--- src/l2_cfg_pkg.sv ---
// l2 cache geometry
// default sizes for the four-way cache and its eviction buffer
package l2_cfg_pkg;

    // word address and data widths
    localparam int ADDR_W = 16;
    localparam int DATA_W = 32;

    // two index bits, four sets
    localparam int SET_W = 2;

    // eviction write buffer entries
    localparam int EWB_DEPTH = 4;

    // fixed by the 3-bit pseudo-LRU tree
    localparam int NUM_WAYS = 4;

endpackage : l2_cfg_pkg

--- src/l2_types_pkg.sv ---
// l2 cache types
// way index, pseudo-LRU tree bits and controller states
package l2_types_pkg;

    // one of four ways
    typedef logic [1:0] way_t;

    // tree pseudo-LRU bits for one set
    // bit 2 half used last, 1 for upper half
    // bit 1 way 1 used last within ways 0/1
    // bit 0 way 3 used last within ways 2/3
    typedef logic [2:0] plru_t;

    // request state machine
    typedef enum logic [2:0] {
        st_idle,
        st_lookup,
        st_evict,
        st_refill
    } l2_state_t;

endpackage : l2_types_pkg

--- src/ewb_if.sv ---
// eviction write buffer interface
// controller pushes and looks up, buffer answers, memory port drains
`timescale 1ns/10ps

interface ewb_if
    import l2_cfg_pkg::*;
#(
    parameter int ADDR_W = l2_cfg_pkg::ADDR_W,
    parameter int DATA_W = l2_cfg_pkg::DATA_W
);

    // dirty victim in
    logic              push;
    logic [ADDR_W-1:0] push_addr;
    logic [DATA_W-1:0] push_data;

    // address match and in-place write
    logic [ADDR_W-1:0] lookup_addr;
    logic              update;
    logic [DATA_W-1:0] update_data;
    logic              match;
    logic [DATA_W-1:0] match_data;

    // buffer status and head entry
    logic              full;
    logic              empty;
    logic [ADDR_W-1:0] head_addr;
    logic [DATA_W-1:0] head_data;
    logic              pop;

    modport ctrl (
        output push, push_addr, push_data, lookup_addr, update, update_data,
        input  full, match, match_data
    );

    modport buffer (
        input  push, push_addr, push_data, lookup_addr, update, update_data, pop,
        output full, match, match_data, empty, head_addr, head_data
    );

    modport drain (
        output pop,
        input  empty, head_addr, head_data
    );

endinterface : ewb_if

--- src/l2_way_arrays.sv ---
// l2 way arrays
// tag, valid, dirty, data and pseudo-LRU storage for four ways,
// combinational hit detect and victim choice
`timescale 1ns/10ps

module l2_way_arrays
    import l2_cfg_pkg::*;
    import l2_types_pkg::*;
#(
    parameter int ADDR_W = l2_cfg_pkg::ADDR_W,
    parameter int DATA_W = l2_cfg_pkg::DATA_W,
    parameter int SET_W  = l2_cfg_pkg::SET_W
)
(
    input  logic              clk,
    input  logic              rst,
    input  logic [ADDR_W-1:0] address,
    input  logic [DATA_W-1:0] wdata,
    input  logic [DATA_W-1:0] fill_data,
    input  logic              touch,
    input  logic              write_hit,
    input  logic              fill,
    input  logic              evict,
    output logic              hit,
    output logic [DATA_W-1:0] rdata,
    output logic              victim_dirty,
    output logic [ADDR_W-1:0] victim_addr,
    output logic [DATA_W-1:0] victim_data
);

    localparam int SETS  = 1 << SET_W;
    localparam int TAG_W = ADDR_W - SET_W;

    logic [TAG_W-1:0]    tag_q   [SETS][NUM_WAYS];
    logic [DATA_W-1:0]   data_q  [SETS][NUM_WAYS];
    logic [NUM_WAYS-1:0] valid_q [SETS];
    logic [NUM_WAYS-1:0] dirty_q [SETS];
    plru_t               plru_q  [SETS];

    logic [SET_W-1:0] set_idx;
    logic [TAG_W-1:0] addr_tag;
    way_t             hit_way;
    way_t             victim;
    plru_t            lru;
    plru_t            lru_next;

    assign set_idx  = address[SET_W-1:0];
    assign addr_tag = address[ADDR_W-1:SET_W];
    assign lru      = plru_q[set_idx];

    // tag compare over all ways
    always_comb
    begin
        hit     = 1'b0;
        hit_way = '0;
        for (int w = 0; w < NUM_WAYS; w++)
        begin
            if (valid_q[set_idx][w] && tag_q[set_idx][w] == addr_tag)
            begin
                hit     = 1'b1;
                hit_way = way_t'(w);
            end
        end
    end

    // lowest invalid way first, otherwise walk the tree away from recent use
    always_comb
    begin
        if (!(&valid_q[set_idx]))
        begin
            victim = '0;
            for (int w = NUM_WAYS - 1; w >= 0; w--)
            begin
                if (!valid_q[set_idx][w])
                    victim = way_t'(w);
            end
        end
        else if (!lru[2])
            victim = lru[0] ? way_t'(2) : way_t'(3);
        else
            victim = lru[1] ? way_t'(0) : way_t'(1);
    end

    // point the tree at the hit way
    always_comb
    begin
        case (hit_way)
            2'd0:    lru_next = {1'b0, 1'b0, lru[0]};
            2'd1:    lru_next = {1'b0, 1'b1, lru[0]};
            2'd2:    lru_next = {1'b1, lru[1], 1'b0};
            default: lru_next = {1'b1, lru[1], 1'b1};
        endcase
    end

    assign rdata        = data_q[set_idx][hit_way];
    assign victim_dirty = valid_q[set_idx][victim] & dirty_q[set_idx][victim];
    assign victim_addr  = {tag_q[set_idx][victim], set_idx};
    assign victim_data  = data_q[set_idx][victim];

    // valid and LRU state
    always_ff @(posedge clk)
    begin
        if (rst)
        begin
            for (int s = 0; s < SETS; s++)
            begin
                valid_q[s] <= '0;
                plru_q[s]  <= '0;
            end
        end
        else
        begin
            if (touch)
                plru_q[set_idx] <= lru_next;
            // refill slot is the way invalidated by evict
            if (fill)
                valid_q[set_idx][victim] <= 1'b1;
            else if (evict)
                valid_q[set_idx][victim] <= 1'b0;
        end
    end

    // tags, data and dirty bits
    always_ff @(posedge clk)
    begin
        if (write_hit)
        begin
            data_q[set_idx][hit_way]  <= wdata;
            dirty_q[set_idx][hit_way] <= 1'b1;
        end
        if (fill)
        begin
            tag_q[set_idx][victim]   <= addr_tag;
            data_q[set_idx][victim]  <= fill_data;
            dirty_q[set_idx][victim] <= 1'b0;
        end
    end

endmodule : l2_way_arrays

--- src/l2_cache_control.sv ---
// l2 cache controller
// request FSM: lookup, dirty victim eviction into the buffer, refill
`timescale 1ns/10ps

module l2_cache_control
    import l2_cfg_pkg::*;
    import l2_types_pkg::*;
#(
    parameter int ADDR_W = l2_cfg_pkg::ADDR_W,
    parameter int DATA_W = l2_cfg_pkg::DATA_W
)
(
    input  logic              clk,
    input  logic              rst,
    input  logic              mem_read,
    input  logic              mem_write,
    input  logic [ADDR_W-1:0] mem_address,
    input  logic [DATA_W-1:0] mem_wdata,
    input  logic              hit,
    input  logic              victim_dirty,
    input  logic [ADDR_W-1:0] victim_addr,
    input  logic [DATA_W-1:0] victim_data,
    input  logic              fill_done,
    output logic              mem_resp,
    output logic              use_ewb_data,
    output logic              touch,
    output logic              write_hit,
    output logic              fill,
    output logic              evict,
    output logic              fill_req,
    output logic [ADDR_W-1:0] fill_addr,
    ewb_if.ctrl               ewb
);

    l2_state_t state;
    l2_state_t state_next;

    logic req;
    assign req = mem_read | mem_write;

    // payload paths straight from the request and the victim
    assign ewb.lookup_addr = mem_address;
    assign ewb.update_data = mem_wdata;
    assign ewb.push_addr   = victim_addr;
    assign ewb.push_data   = victim_data;
    assign fill_addr       = mem_address;

    // refill request held for the whole state
    assign fill_req = (state == st_refill);

    always_comb
    begin
        state_next   = state;
        mem_resp     = 1'b0;
        use_ewb_data = 1'b0;
        touch        = 1'b0;
        write_hit    = 1'b0;
        fill         = 1'b0;
        evict        = 1'b0;
        ewb.push     = 1'b0;
        ewb.update   = 1'b0;

        case (state)
            st_idle:
            begin
                if (req)
                    state_next = st_lookup;
            end

            st_lookup:
            begin
                if (hit)
                begin
                    mem_resp   = 1'b1;
                    touch      = 1'b1;
                    write_hit  = mem_write;
                    state_next = st_idle;
                end
                else if (ewb.match)
                begin
                    // line sits in the buffer, serve it there
                    mem_resp     = 1'b1;
                    use_ewb_data = 1'b1;
                    ewb.update   = mem_write;
                    state_next   = st_idle;
                end
                else if (victim_dirty)
                    state_next = st_evict;
                else
                    state_next = st_refill;
            end

            st_evict:
            begin
                // hold here until the buffer has room
                if (!ewb.full)
                begin
                    ewb.push   = 1'b1;
                    evict      = 1'b1;
                    state_next = st_refill;
                end
            end

            st_refill:
            begin
                if (fill_done)
                begin
                    fill       = 1'b1;
                    state_next = st_lookup;
                end
            end

            default:
                state_next = st_idle;
        endcase
    end

    always_ff @(posedge clk)
    begin
        if (rst)
            state <= st_idle;
        else
            state <= state_next;
    end

endmodule : l2_cache_control

--- src/evict_write_buffer.sv ---
// eviction write buffer
// circular FIFO of dirty victims, searchable by address,
// with in-place write of a matching entry
`timescale 1ns/10ps

module evict_write_buffer
    import l2_cfg_pkg::*;
#(
    parameter int ADDR_W    = l2_cfg_pkg::ADDR_W,
    parameter int DATA_W    = l2_cfg_pkg::DATA_W,
    parameter int EWB_DEPTH = l2_cfg_pkg::EWB_DEPTH
)
(
    input  logic clk,
    input  logic rst,
    ewb_if.buffer ewb
);

    // depth is a power of two, pointers wrap on their own
    localparam int PTR_W = $clog2(EWB_DEPTH);
    localparam int CNT_W = $clog2(EWB_DEPTH + 1);

    logic [ADDR_W-1:0] addr_q [EWB_DEPTH];
    logic [DATA_W-1:0] data_q [EWB_DEPTH];
    logic [PTR_W-1:0]  head;
    logic [PTR_W-1:0]  tail;
    logic [CNT_W-1:0]  count;
    logic [EWB_DEPTH-1:0] hit_vec;

    logic do_pop;
    assign do_pop = ewb.pop & ~ewb.empty;

    assign ewb.full      = (count == CNT_W'(EWB_DEPTH));
    assign ewb.empty     = (count == '0);
    assign ewb.head_addr = addr_q[head];
    assign ewb.head_data = data_q[head];

    // live entries matching the lookup address
    // head leaving this cycle is skipped so an update is not lost
    always_comb
    begin
        logic [PTR_W-1:0] off;
        hit_vec        = '0;
        ewb.match_data = data_q[0];
        for (int i = 0; i < EWB_DEPTH; i++)
        begin
            off = PTR_W'(i) - head;
            if (CNT_W'(off) < count && addr_q[i] == ewb.lookup_addr
                && !(do_pop && PTR_W'(i) == head))
            begin
                hit_vec[i]     = 1'b1;
                ewb.match_data = data_q[i];
            end
        end
    end

    assign ewb.match = |hit_vec;

    // pointers and fill level
    always_ff @(posedge clk)
    begin
        if (rst)
        begin
            head  <= '0;
            tail  <= '0;
            count <= '0;
        end
        else
        begin
            if (ewb.push)
                tail <= tail + 1'b1;
            if (do_pop)
                head <= head + 1'b1;
            if (ewb.push && !do_pop)
                count <= count + 1'b1;
            else if (do_pop && !ewb.push)
                count <= count - 1'b1;
        end
    end

    // entry storage
    always_ff @(posedge clk)
    begin
        if (ewb.push)
        begin
            addr_q[tail] <= ewb.push_addr;
            data_q[tail] <= ewb.push_data;
        end
        for (int i = 0; i < EWB_DEPTH; i++)
        begin
            if (ewb.update && hit_vec[i])
                data_q[i] <= ewb.update_data;
        end
    end

endmodule : evict_write_buffer

--- src/pmem_port.sv ---
// physical memory port
// arbitrates refills and eviction buffer drains on one memory port,
// request held until pmem_resp
`timescale 1ns/10ps

module pmem_port
    import l2_cfg_pkg::*;
#(
    parameter int ADDR_W = l2_cfg_pkg::ADDR_W,
    parameter int DATA_W = l2_cfg_pkg::DATA_W
)
(
    input  logic              clk,
    input  logic              rst,
    input  logic              fill_req,
    input  logic [ADDR_W-1:0] fill_addr,
    input  logic [DATA_W-1:0] pmem_rdata,
    input  logic              pmem_resp,
    output logic              fill_done,
    output logic [DATA_W-1:0] fill_data,
    output logic              pmem_read,
    output logic              pmem_write,
    output logic [ADDR_W-1:0] pmem_address,
    output logic [DATA_W-1:0] pmem_wdata,
    ewb_if.drain              ewb
);

    typedef enum logic [1:0] {
        pm_idle,
        pm_fill,
        pm_drain
    } pm_state_t;

    pm_state_t state;

    assign pmem_read    = (state == pm_fill);
    assign pmem_write   = (state == pm_drain);
    assign pmem_address = (state == pm_drain) ? ewb.head_addr : fill_addr;
    // head data stays valid until the pop in the pmem_resp cycle
    assign pmem_wdata   = ewb.head_data;

    assign fill_done = pmem_read & pmem_resp;
    assign fill_data = pmem_rdata;
    assign ewb.pop   = pmem_write & pmem_resp;

    // refill wins when idle, a started drain always runs to its end
    always_ff @(posedge clk)
    begin
        if (rst)
            state <= pm_idle;
        else
        begin
            case (state)
                pm_idle:
                begin
                    if (fill_req)
                        state <= pm_fill;
                    else if (!ewb.empty)
                        state <= pm_drain;
                end
                pm_fill, pm_drain:
                begin
                    if (pmem_resp)
                        state <= pm_idle;
                end
                default:
                    state <= pm_idle;
            endcase
        end
    end

endmodule : pmem_port

--- src/l2_cache_top.sv ---
// l2 cache top level
// four-way set-associative cache with eviction write buffer
// between a CPU request port and a physical memory port
`timescale 1ns/10ps

module l2_cache_top
    import l2_cfg_pkg::*;
#(
    parameter int ADDR_W    = l2_cfg_pkg::ADDR_W,
    parameter int DATA_W    = l2_cfg_pkg::DATA_W,
    parameter int SET_W     = l2_cfg_pkg::SET_W,
    parameter int EWB_DEPTH = l2_cfg_pkg::EWB_DEPTH
)
(
    input  logic              clk,
    input  logic              rst,
    // CPU side
    input  logic              mem_read,
    input  logic              mem_write,
    input  logic [ADDR_W-1:0] mem_address,
    input  logic [DATA_W-1:0] mem_wdata,
    output logic [DATA_W-1:0] mem_rdata,
    output logic              mem_resp,
    // memory side
    output logic              pmem_read,
    output logic              pmem_write,
    output logic [ADDR_W-1:0] pmem_address,
    output logic [DATA_W-1:0] pmem_wdata,
    input  logic [DATA_W-1:0] pmem_rdata,
    input  logic              pmem_resp
);

    logic              hit;
    logic              victim_dirty;
    logic [ADDR_W-1:0] victim_addr;
    logic [DATA_W-1:0] victim_data;
    logic [DATA_W-1:0] cache_rdata;
    logic              touch;
    logic              write_hit;
    logic              fill;
    logic              evict;
    logic              use_ewb_data;
    logic              fill_req;
    logic [ADDR_W-1:0] fill_addr;
    logic              fill_done;
    logic [DATA_W-1:0] fill_data;

    ewb_if #(.ADDR_W(ADDR_W), .DATA_W(DATA_W)) ewb ();

    // buffered line wins only when the arrays missed
    assign mem_rdata = use_ewb_data ? ewb.match_data : cache_rdata;

    l2_way_arrays #(.ADDR_W(ADDR_W), .DATA_W(DATA_W), .SET_W(SET_W)) u_arrays (
        .clk          (clk),
        .rst          (rst),
        .address      (mem_address),
        .wdata        (mem_wdata),
        .fill_data    (fill_data),
        .touch        (touch),
        .write_hit    (write_hit),
        .fill         (fill),
        .evict        (evict),
        .hit          (hit),
        .rdata        (cache_rdata),
        .victim_dirty (victim_dirty),
        .victim_addr  (victim_addr),
        .victim_data  (victim_data)
    );

    l2_cache_control #(.ADDR_W(ADDR_W), .DATA_W(DATA_W)) u_control (
        .clk          (clk),
        .rst          (rst),
        .mem_read     (mem_read),
        .mem_write    (mem_write),
        .mem_address  (mem_address),
        .mem_wdata    (mem_wdata),
        .hit          (hit),
        .victim_dirty (victim_dirty),
        .victim_addr  (victim_addr),
        .victim_data  (victim_data),
        .fill_done    (fill_done),
        .mem_resp     (mem_resp),
        .use_ewb_data (use_ewb_data),
        .touch        (touch),
        .write_hit    (write_hit),
        .fill         (fill),
        .evict        (evict),
        .fill_req     (fill_req),
        .fill_addr    (fill_addr),
        .ewb          (ewb.ctrl)
    );

    evict_write_buffer #(
        .ADDR_W    (ADDR_W),
        .DATA_W    (DATA_W),
        .EWB_DEPTH (EWB_DEPTH)
    ) u_ewb (
        .clk (clk),
        .rst (rst),
        .ewb (ewb.buffer)
    );

    pmem_port #(.ADDR_W(ADDR_W), .DATA_W(DATA_W)) u_pmem (
        .clk          (clk),
        .rst          (rst),
        .fill_req     (fill_req),
        .fill_addr    (fill_addr),
        .pmem_rdata   (pmem_rdata),
        .pmem_resp    (pmem_resp),
        .fill_done    (fill_done),
        .fill_data    (fill_data),
        .pmem_read    (pmem_read),
        .pmem_write   (pmem_write),
        .pmem_address (pmem_address),
        .pmem_wdata   (pmem_wdata),
        .ewb          (ewb.drain)
    );

endmodule : l2_cache_top

--- config.mk ---
export PLATFORM = sky130hd
export DESIGN_NAME = l2_cache_top
export DESIGN_NICKNAME = d
export VERILOG_FILES = /design/src/l2_cfg_pkg.sv /design/src/l2_types_pkg.sv /design/src/ewb_if.sv /design/src/l2_way_arrays.sv /design/src/l2_cache_control.sv /design/src/evict_write_buffer.sv /design/src/pmem_port.sv /design/src/l2_cache_top.sv
export SDC_FILE = /design/constraint.sdc
export NUM_CORES = 1
export LEC_CHECK = 0
export BUFFER_PORTS_ARGS = -buffer_cell sky130_fd_sc_hd__buf_2
export CORE_ASPECT_RATIO = 1.75
export CORE_MARGIN = 4
export CORE_UTILIZATION = 37
export DETAILED_ROUTE_END_ITERATION = 7
export GPL_ROUTABILITY_DRIVEN = 1
export SLEW_MARGIN = 5
export SYNTH_ARGS = -nofsm -noshare
export SYNTH_HDL_FRONTEND = slang
export SYNTH_SLANG_ARGS = --single-unit
--- constraint.sdc ---
create_clock -name clk -period 6.7 [get_ports clk]
set_input_delay 1.34 -clock clk [delete_from_list [all_inputs] [get_ports clk]]
set_output_delay 1.34 -clock clk [all_outputs]
set_load 0.1 [all_outputs]
==> results of run 1 <==
[cells by family after synthesis]
kind of cell             after synthesis  synth area share (%)
flip-flops                           985                  64.2
AND/OR/NAND/NOR                      686                  6.52
multiplexers                         531                  18.2
AO/OA/AOI/OAI                        371                  5.57
buffers and inverters                259                  2.64
XOR/XNOR                             122                  2.33
adder cells (fa/ha/maj)               17                 0.480
[final cells by class]
type	count	area share [%]
Clock inverter	64	1.33
Clock buffer	113	4.59
Sequential cell	985	55.2
Antenna cell	8	0.0375
Inverter	53	0.373
Tap cell	1634	3.83
Timing Repair Buffer	337	5.53
Multi-Input combinational cell	1727	29.1
[per-layer routing]
| metal | GRT usage (%) | wire [um] | part of all wire, % | up-vias |
|---|---|---|---|---|
| li1 | - | - | - | 12000 |
| met1 | 25.9 | 51800 | 35 | 14700 |
| met2 | 41.1 | 79000 | 53 | 1327 |
| met3 | 4.37 | 10900 | 7.3 | 365 |
| met4 | 11.2 | 7790 | 5.2 | 28 |
| met5 | 0 | 191 | 0.13 | - |
[stage by stage]
stage	power, mW	worst slack (ns)	setup TNS (ns)	area (um^2)	hold slack (ns)
6_report	14.2	0.249	0	53300	0.494
5_1_grt	14.6	0.0879	0	53300	0.540
4_1_cts	14.2	0.252	0	53300	0.498
3_5_place_dp	8.76	0.297	0	50100	0.491
3_3_place_gp	8.75	0.267	0	50100	0.473
2_1_floorplan	8.19	-0.131	-2.35	45900	0.449
[placed cells by master, fill, tap and decap left out, drive strengths merged, types with 30 or more instances in the layout]
| cell | count |
|---|---|
| a22oi | 59 |
| a2bb2oi | 32 |
| xor2 | 51 |
| buf | 337 |
| mux2 | 179 |
| xnor2 | 71 |
| nand2 | 472 |
| clkinv | 42 |
| edfxtp | 972 |
| nor2 | 79 |
| o21ai | 54 |
| inv | 58 |
| nand4 | 45 |
| o211ai | 30 |
| mux2i | 126 |
| mux4 | 226 |
| clkbuf | 113 |
| a21oi | 94 |
[path summary, 6_finish.rpt]
check | end | cells after the start
worst min register to register | u_pmem.state[0]$_SDFFE_PP0P_ | 2
worst min-delay path | u_pmem.state[0]$_SDFFE_PP0P_ | 2
worst max-delay path | mem_rdata[15] | 13
worst max register to register | u_arrays.data_q[3][37]$_DFFE_PP_ | 9
[state kept, by name (all words and copies together) (netlist names), named ones only]
register,flops
u_arrays.data_q,512
u_control.state,2
u_arrays.valid_q,16
u_pmem.state,2
u_ewb.addr_q,64
u_ewb.head,2
u_arrays.plru_q,12
u_ewb.data_q,128
u_arrays.tag_q,224
u_arrays.dirty_q,16
u_ewb.tail,2
u_ewb.count,3
[critical path, cell delays in order]
cell       delay (ns)
buf_8            0.33
buf_4            0.34
mux4_2           0.58
xnor2_1          0.16
nand4_1          0.16
or3_2            0.64
o21ai_1          0.19
nor4_4           0.10
buf_12           0.20
buf_4            0.25
a2bb2oi_1        0.39
buf_4            0.20
buf_12           0.16
[power by group through the flow]
stage                     combinational, mW  sequential, mW  clock [mW]
after floorplan                        1.18            7.01           0
after global placement                 1.72            7.03           0
after detailed placement               1.73            7.03           0
after CTS                              1.74            6.90        5.60
after global routing                   1.83            6.90        5.87
final                                  1.74            6.90        5.53
==> run_results.csv, run 1 <==
group,metric,value,unit
detailed_routing,vias_per_cell,5.78,
synth,ys.flop_type,"edfxtp_1",
detailed_routing,vias,28500,
cells_and_area,nets,3301,
clock_network,cts_setup_buffers,0,
critical_path,crit_path_start_kind,"input pin",
synth,synth_cell_types,78,
synth,async_reset_ff_share,0,%
clock_network,path_clk_slew,0.06,ns
global_route,grt_use_total,22.9,%
global_route,grt_max_degree,87,
floorplan,start_util,37.3,%
cells_and_area,multiInputGateArea,15500,um^2
status,outcome,"finished, final reports clean",
pwr,sw_frac_of_total,26.0,%
clock_network,clockRootBuffer,"clkbuf_16",
detailed_routing,drt_wl_total,150000,um
synth,synth_edf_count,972,
synth,yosysWarnings,0,
pwr,p_comb_share,12.3,%
timing,drv_slew,0,
critical_path,crit_path_end_kind,"output pin",
hold_path,min_path_type,"flip-flop to flip-flop",
cells_and_area,drive_gt1_share,25.7,%
floorplan,ios,168,
detailed_routing,initialDrtViolationCount,3031,
cells_and_area,fin_util,43.4,%
floorplan,core,123000,um^2
synth,synth_nets,3073,
clock_network,clock_latency,0.73,ns
place,port_buffers,167,
timing,tightest_slew,1.29,ns
cells_and_area,fillers,11100,
clock_network,htreeDepth,3,
pwr,cellPowerDensity,266,nW/um^2
timing,fmax,155,MHz
critical_path,r2r_start,"u_arrays.tag_q[1][23]$_DFFE_PP_",
floorplan,die-height,474,um
floorplan,die_x,274,um
floorplan,rows,170,
synth,yosys-top-cells-count,"972 x edfxtp_1, 472 x nand2_1, 226 x mux4_2",
run,max_cap_viol_count,0,
global_route,grt_pass1_wl,212000,um
critical_path,crit_required,5.36,ns
timing,fin_skew,0.0512,ns
timing,slew-limit-headroom,13.7,%
global_route,grt_remaining_overflow,0,
critical_path,arrival,5.11,ns
synth,post-synth-top-count-cell,"edfxtp_1",
detailed_routing,ant_nets,0,
synth,synth-seq-cells,985,
synth,synth_top_cells_by_area,"edfxtp_1 64%, mux4_2 11%, nand2_1 3.9%",
detailed_routing,drc,0,
global_route,first_global_vias,29700,
critical_path,r2r_slack,2.36,ns
synth,synth_cells,2971,
clock_network,cts_tree,"built",
pwr,switching_power,3.69,mW
clock_network,cts_resized,0,
place,dpl.hpwl,101000,um
pwr,p_seq_share,48.7,%
synth,synth_area,45900,um^2
critical_path,cp_max_fo,38,
cells_and_area,fin_cells,4921,
clock_network,numCtsBuffers,95,
clock_network,cts_sinks,985,
critical_path,worstSetupPathType,"input pin to output pin",
timing,fin_crit,6.45,ns
clock_network,clock_path_buffers,3,
detailed_routing,post_drt_wl_per_cell,30.4,um
hold_path,min_from,"u_pmem.state[0]$_SDFFE_PP0P_",
synth,synth_top_cell_by_area,"edfxtp_1",
synth,syn_area_per_cell,15.4,um^2
global_route,antenna_found_initial,24,
pwr,ir_drop,219,uV
pwr,clkPwrFrac,39.0,%
clock_network,cts_hold_buf,0,
pwr,p_int,10.5,mW
floorplan,die_area,130000,um^2
timing,rsz0062_at_grt,"false",
cells_and_area,seq_area,29500,um^2
pwr,leakage,17.8,nW
cells_and_area,syn_to_final_growth,16.3,%
place,place_congestion,0.863,
detailed_routing,firstDrtPassIters,5,
place,numPlacedInstances,4736,
synth,yosysSeqAreaShare,64.2,%
timing,setup_violations,0,
critical_path,crit_start,"mem_address[0]",
synth,yosysTopAreaCellShare,63.6,%
timing,finalCritPeriodShare,96.3,%
timing,hold_viol,0,
No activity file was read; power rests on OpenSTA's default activity.
==> run 2: changes to the inputs <==
--- a/config.mk
+++ b/config.mk
@@ -11,7 +11,7 @@
 export CORE_UTILIZATION = 37
 export DETAILED_ROUTE_END_ITERATION = 7
 export GPL_ROUTABILITY_DRIVEN = 1
-export SLEW_MARGIN = 5
+export PLACE_DENSITY = 0.54
 export SYNTH_ARGS = -nofsm -noshare
 export SYNTH_HDL_FRONTEND = slang
 export SYNTH_SLANG_ARGS = --single-unit
==> constraint.sdc (replaced) <==
create_clock -name clk -period 6.7 [get_ports clk]
set_input_delay 0.335 -clock clk [delete_from_list [all_inputs] [get_ports clk]]
set_output_delay 0.335 -clock clk [all_outputs]
set_load 0.1 [all_outputs]
==> run_results.csv, run 2 (synthesis gave the netlist of run 1 again) <==
group,metric,value,unit
global_route,grt_pass1_wl,219000,um
timing,drv_slew,0,
critical_path,crit_path_start_kind,"input pin",
floorplan,die-height,474,um
cells_and_area,regMostFlops,"u_arrays.data_q",
clock_network,clockRootBuffer,"clkbuf_16",
critical_path,worstSetupPathType,"input pin to output pin",
critical_path,cp_max_fo,83,
cells_and_area,final_common_cell,"edfxtp_1",
hold_path,min_path_type,"input pin to flip-flop",
cells_and_area,fillers,11300,
detailed_routing,firstDrtPassIters,6,
clock_network,clock_path_buffers,3,
timing,tightest_slew,1.27,ns
critical_path,crit_slowest_cell,"buf_8",
hold_path,min_from,"pmem_rdata[4]",
critical_path,rr_worst_depth,9,
hold_path,hold-path-cell-count,3,
cells_and_area,fin_area,52000,um^2
floorplan,ios,168,
cells_and_area,drive_gt1_share,23.6,%
floorplan,rows,170,
global_route,busiest_layer,"met2",
clock_network,path_clk_slew,0.06,ns
critical_path,reg2reg_to,"u_arrays.data_q[1][53]$_DFFE_PP_",
critical_path,crit_path_end_kind,"output pin",
detailed_routing,drc,0,
timing,setup_violations,0,
run,max_cap_viol_count,0,
status,outcome,"finished, final reports clean",
clock_network,htreeDepth,3,
global_route,first_global_vias,29300,
timing,finalCritPeriodShare,86.6,%
pwr,cellPowerDensity,273,nW/um^2
timing,rsz0062_at_grt,"false",
cells_and_area,fin_util,42.3,%
place,placed_cell_area,48700,um^2
critical_path,cp_top_family,"buffers and inverters",
detailed_routing,drt_wl_total,156000,um
critical_path,arrival,5.47,ns
pwr,leakage,17.2,nW
clock_network,cts_sinks,985,
cells_and_area,nets,3228,
critical_path,cp_common_cell,"buf_4",
cells_and_area,mostFrequentLayoutCells,"972 x edfxtp_1, 470 x nand2_1, 226 x mux4_2",
critical_path,crit_required,6.36,ns
critical_path,slowest_delay,0.60,ns
detailed_routing,ant_nets,0,
timing,fin_skew,0.0250,ns
floorplan,die_area,130000,um^2
floorplan,die_x,274,um
timing,fin_crit,5.80,ns
cells_and_area,syn_to_final_growth,13.3,%
global_route,use_met1,26.7,%
timing,tns,0,ns
cells_and_area,fin_cells,4847,
pwr,ir_drop,232,uV
place,dp_slack,0.921,ns
global_route,grt_max_degree,89,
clock_network,clock_latency,0.71,ns
place,dpl.hpwl,106000,um
timing,hold_viol,0,
global_route,grt_remaining_overflow,0,
clock_network,cts_resized,0,
global_route,grtUsageMet3,3.89,%
global_route,antenna_found_initial,26,
pwr,power.total,14.2,mW
place,port_buffers,167,
detailed_routing,initialDrtViolationCount,2901,
timing,fmax,172,MHz
floorplan,start_util,37.3,%
global_route,grt_use_total,23.8,%
floorplan,core,123000,um^2
place,place_congestion,0.917,
cells_and_area,largest_registers,"u_arrays.data_q (512), u_arrays.tag_q (224), u_ewb.data_q (128)",
critical_path,path_buf_inv,5,
cells_and_area,largest_register_ffs,512,
clock_network,cts_tree,"built",
detailed_routing,vias,28300,
timing,timing.hold.ws,0.0593,ns
clock_network,numCtsBuffers,94,
timing,slew-limit-headroom,15.3,%
global_route,use_met2,43.1,%
critical_path,r2r_start,"u_arrays.tag_q[2][24]$_DFFE_PP_",
hold_path,hold_end,"u_arrays.data_q[0][68]$_DFFE_PP_",
critical_path,crit_cells,12,
critical_path,r2r_slack,1.99,ns
timing,worst_slack,0.895,ns
detailed_routing,post_drt_wl_per_cell,32.2,um
place,numPlacedInstances,4660,
detailed_routing,vias_per_cell,5.83,
critical_path,worstPathCellList,"buf_8, buf_4, xor2_1, nor4_1, nand4_1, nor2_4, buf_4, inv_1, a211oi_1, a21oi_1, a2bb2oi_1, buf_2",
run 2: cell types whose count changed in the layout (fill, tap and decap cells not counted), moves of 3 or more:
| cell | previous run | this run |
|---|---|---|
| clkinv_2 | 19 | 16 |
| diode_2 | 8 | 11 |
| mux2i_2 | 12 | 0 |
| buf_4 | 143 | 92 |
| dlygate4sd3_1 | 0 | 4 |
| buf_12 | 59 | 2 |
| buf_2 | 133 | 165 |
| clkbuf_1 | 18 | 11 |
| mux2i_1 | 114 | 126 |
run 2: worst min-delay path, stage by stage:
cell     delay, ns
buf_2         0.13
nand2_1       0.06
nand2_1       0.11
run 2: timing repair:
action	in CTS	in global routing
endpoints found under the hold margin	24	0
hold buffers	4	0
setup buffers	0	0
run 2: layer usage:
metal | part of all wire [%] | up-vias
li1 | - | 11900
met1 | 35 | 14700
met2 | 53 | 1298
met3 | 6.6 | 373
met4 | 6.0 | 20
met5 | 0.070 | -
run 2: area by class of cell:
cell class / instances / area [um^2] / share of cell area (%)
flip-flops and latches: 985 / 29500 / 56.7
inverters: 53 / 199 / 0.383
multi-input cells: 1727 / 15400 / 29.7
diodes: 11 / 27.5 / 0.0530
repair buffers: 265 / 1630 / 3.13
clock buffers: 106 / 2420 / 4.65
well taps: 1634 / 2040 / 3.93
clock inverters: 66 / 757 / 1.46
run 2: worst max-delay path by stage:
stage	start	to	slack (ns)
after floorplan	mem_address[0]	u_ewb.data_q[2][0]$_DFFE_PP_	1.15
after global placement	mem_address[0]	mem_rdata[14]	0.96
after detailed placement	mem_address[0]	mem_rdata[8]	0.92
after CTS	mem_address[0]	mem_rdata[14]	0.89
after global routing	mem_address[0]	mem_rdata[14]	0.69
final	mem_address[0]	mem_rdata[14]	0.90
run 2: power breakdown:
part / switching (mW) / internal (mW)
registers: 0.0387 / 6.86
clock network: 2.40 / 3.16
logic: 1.26 / 0.467
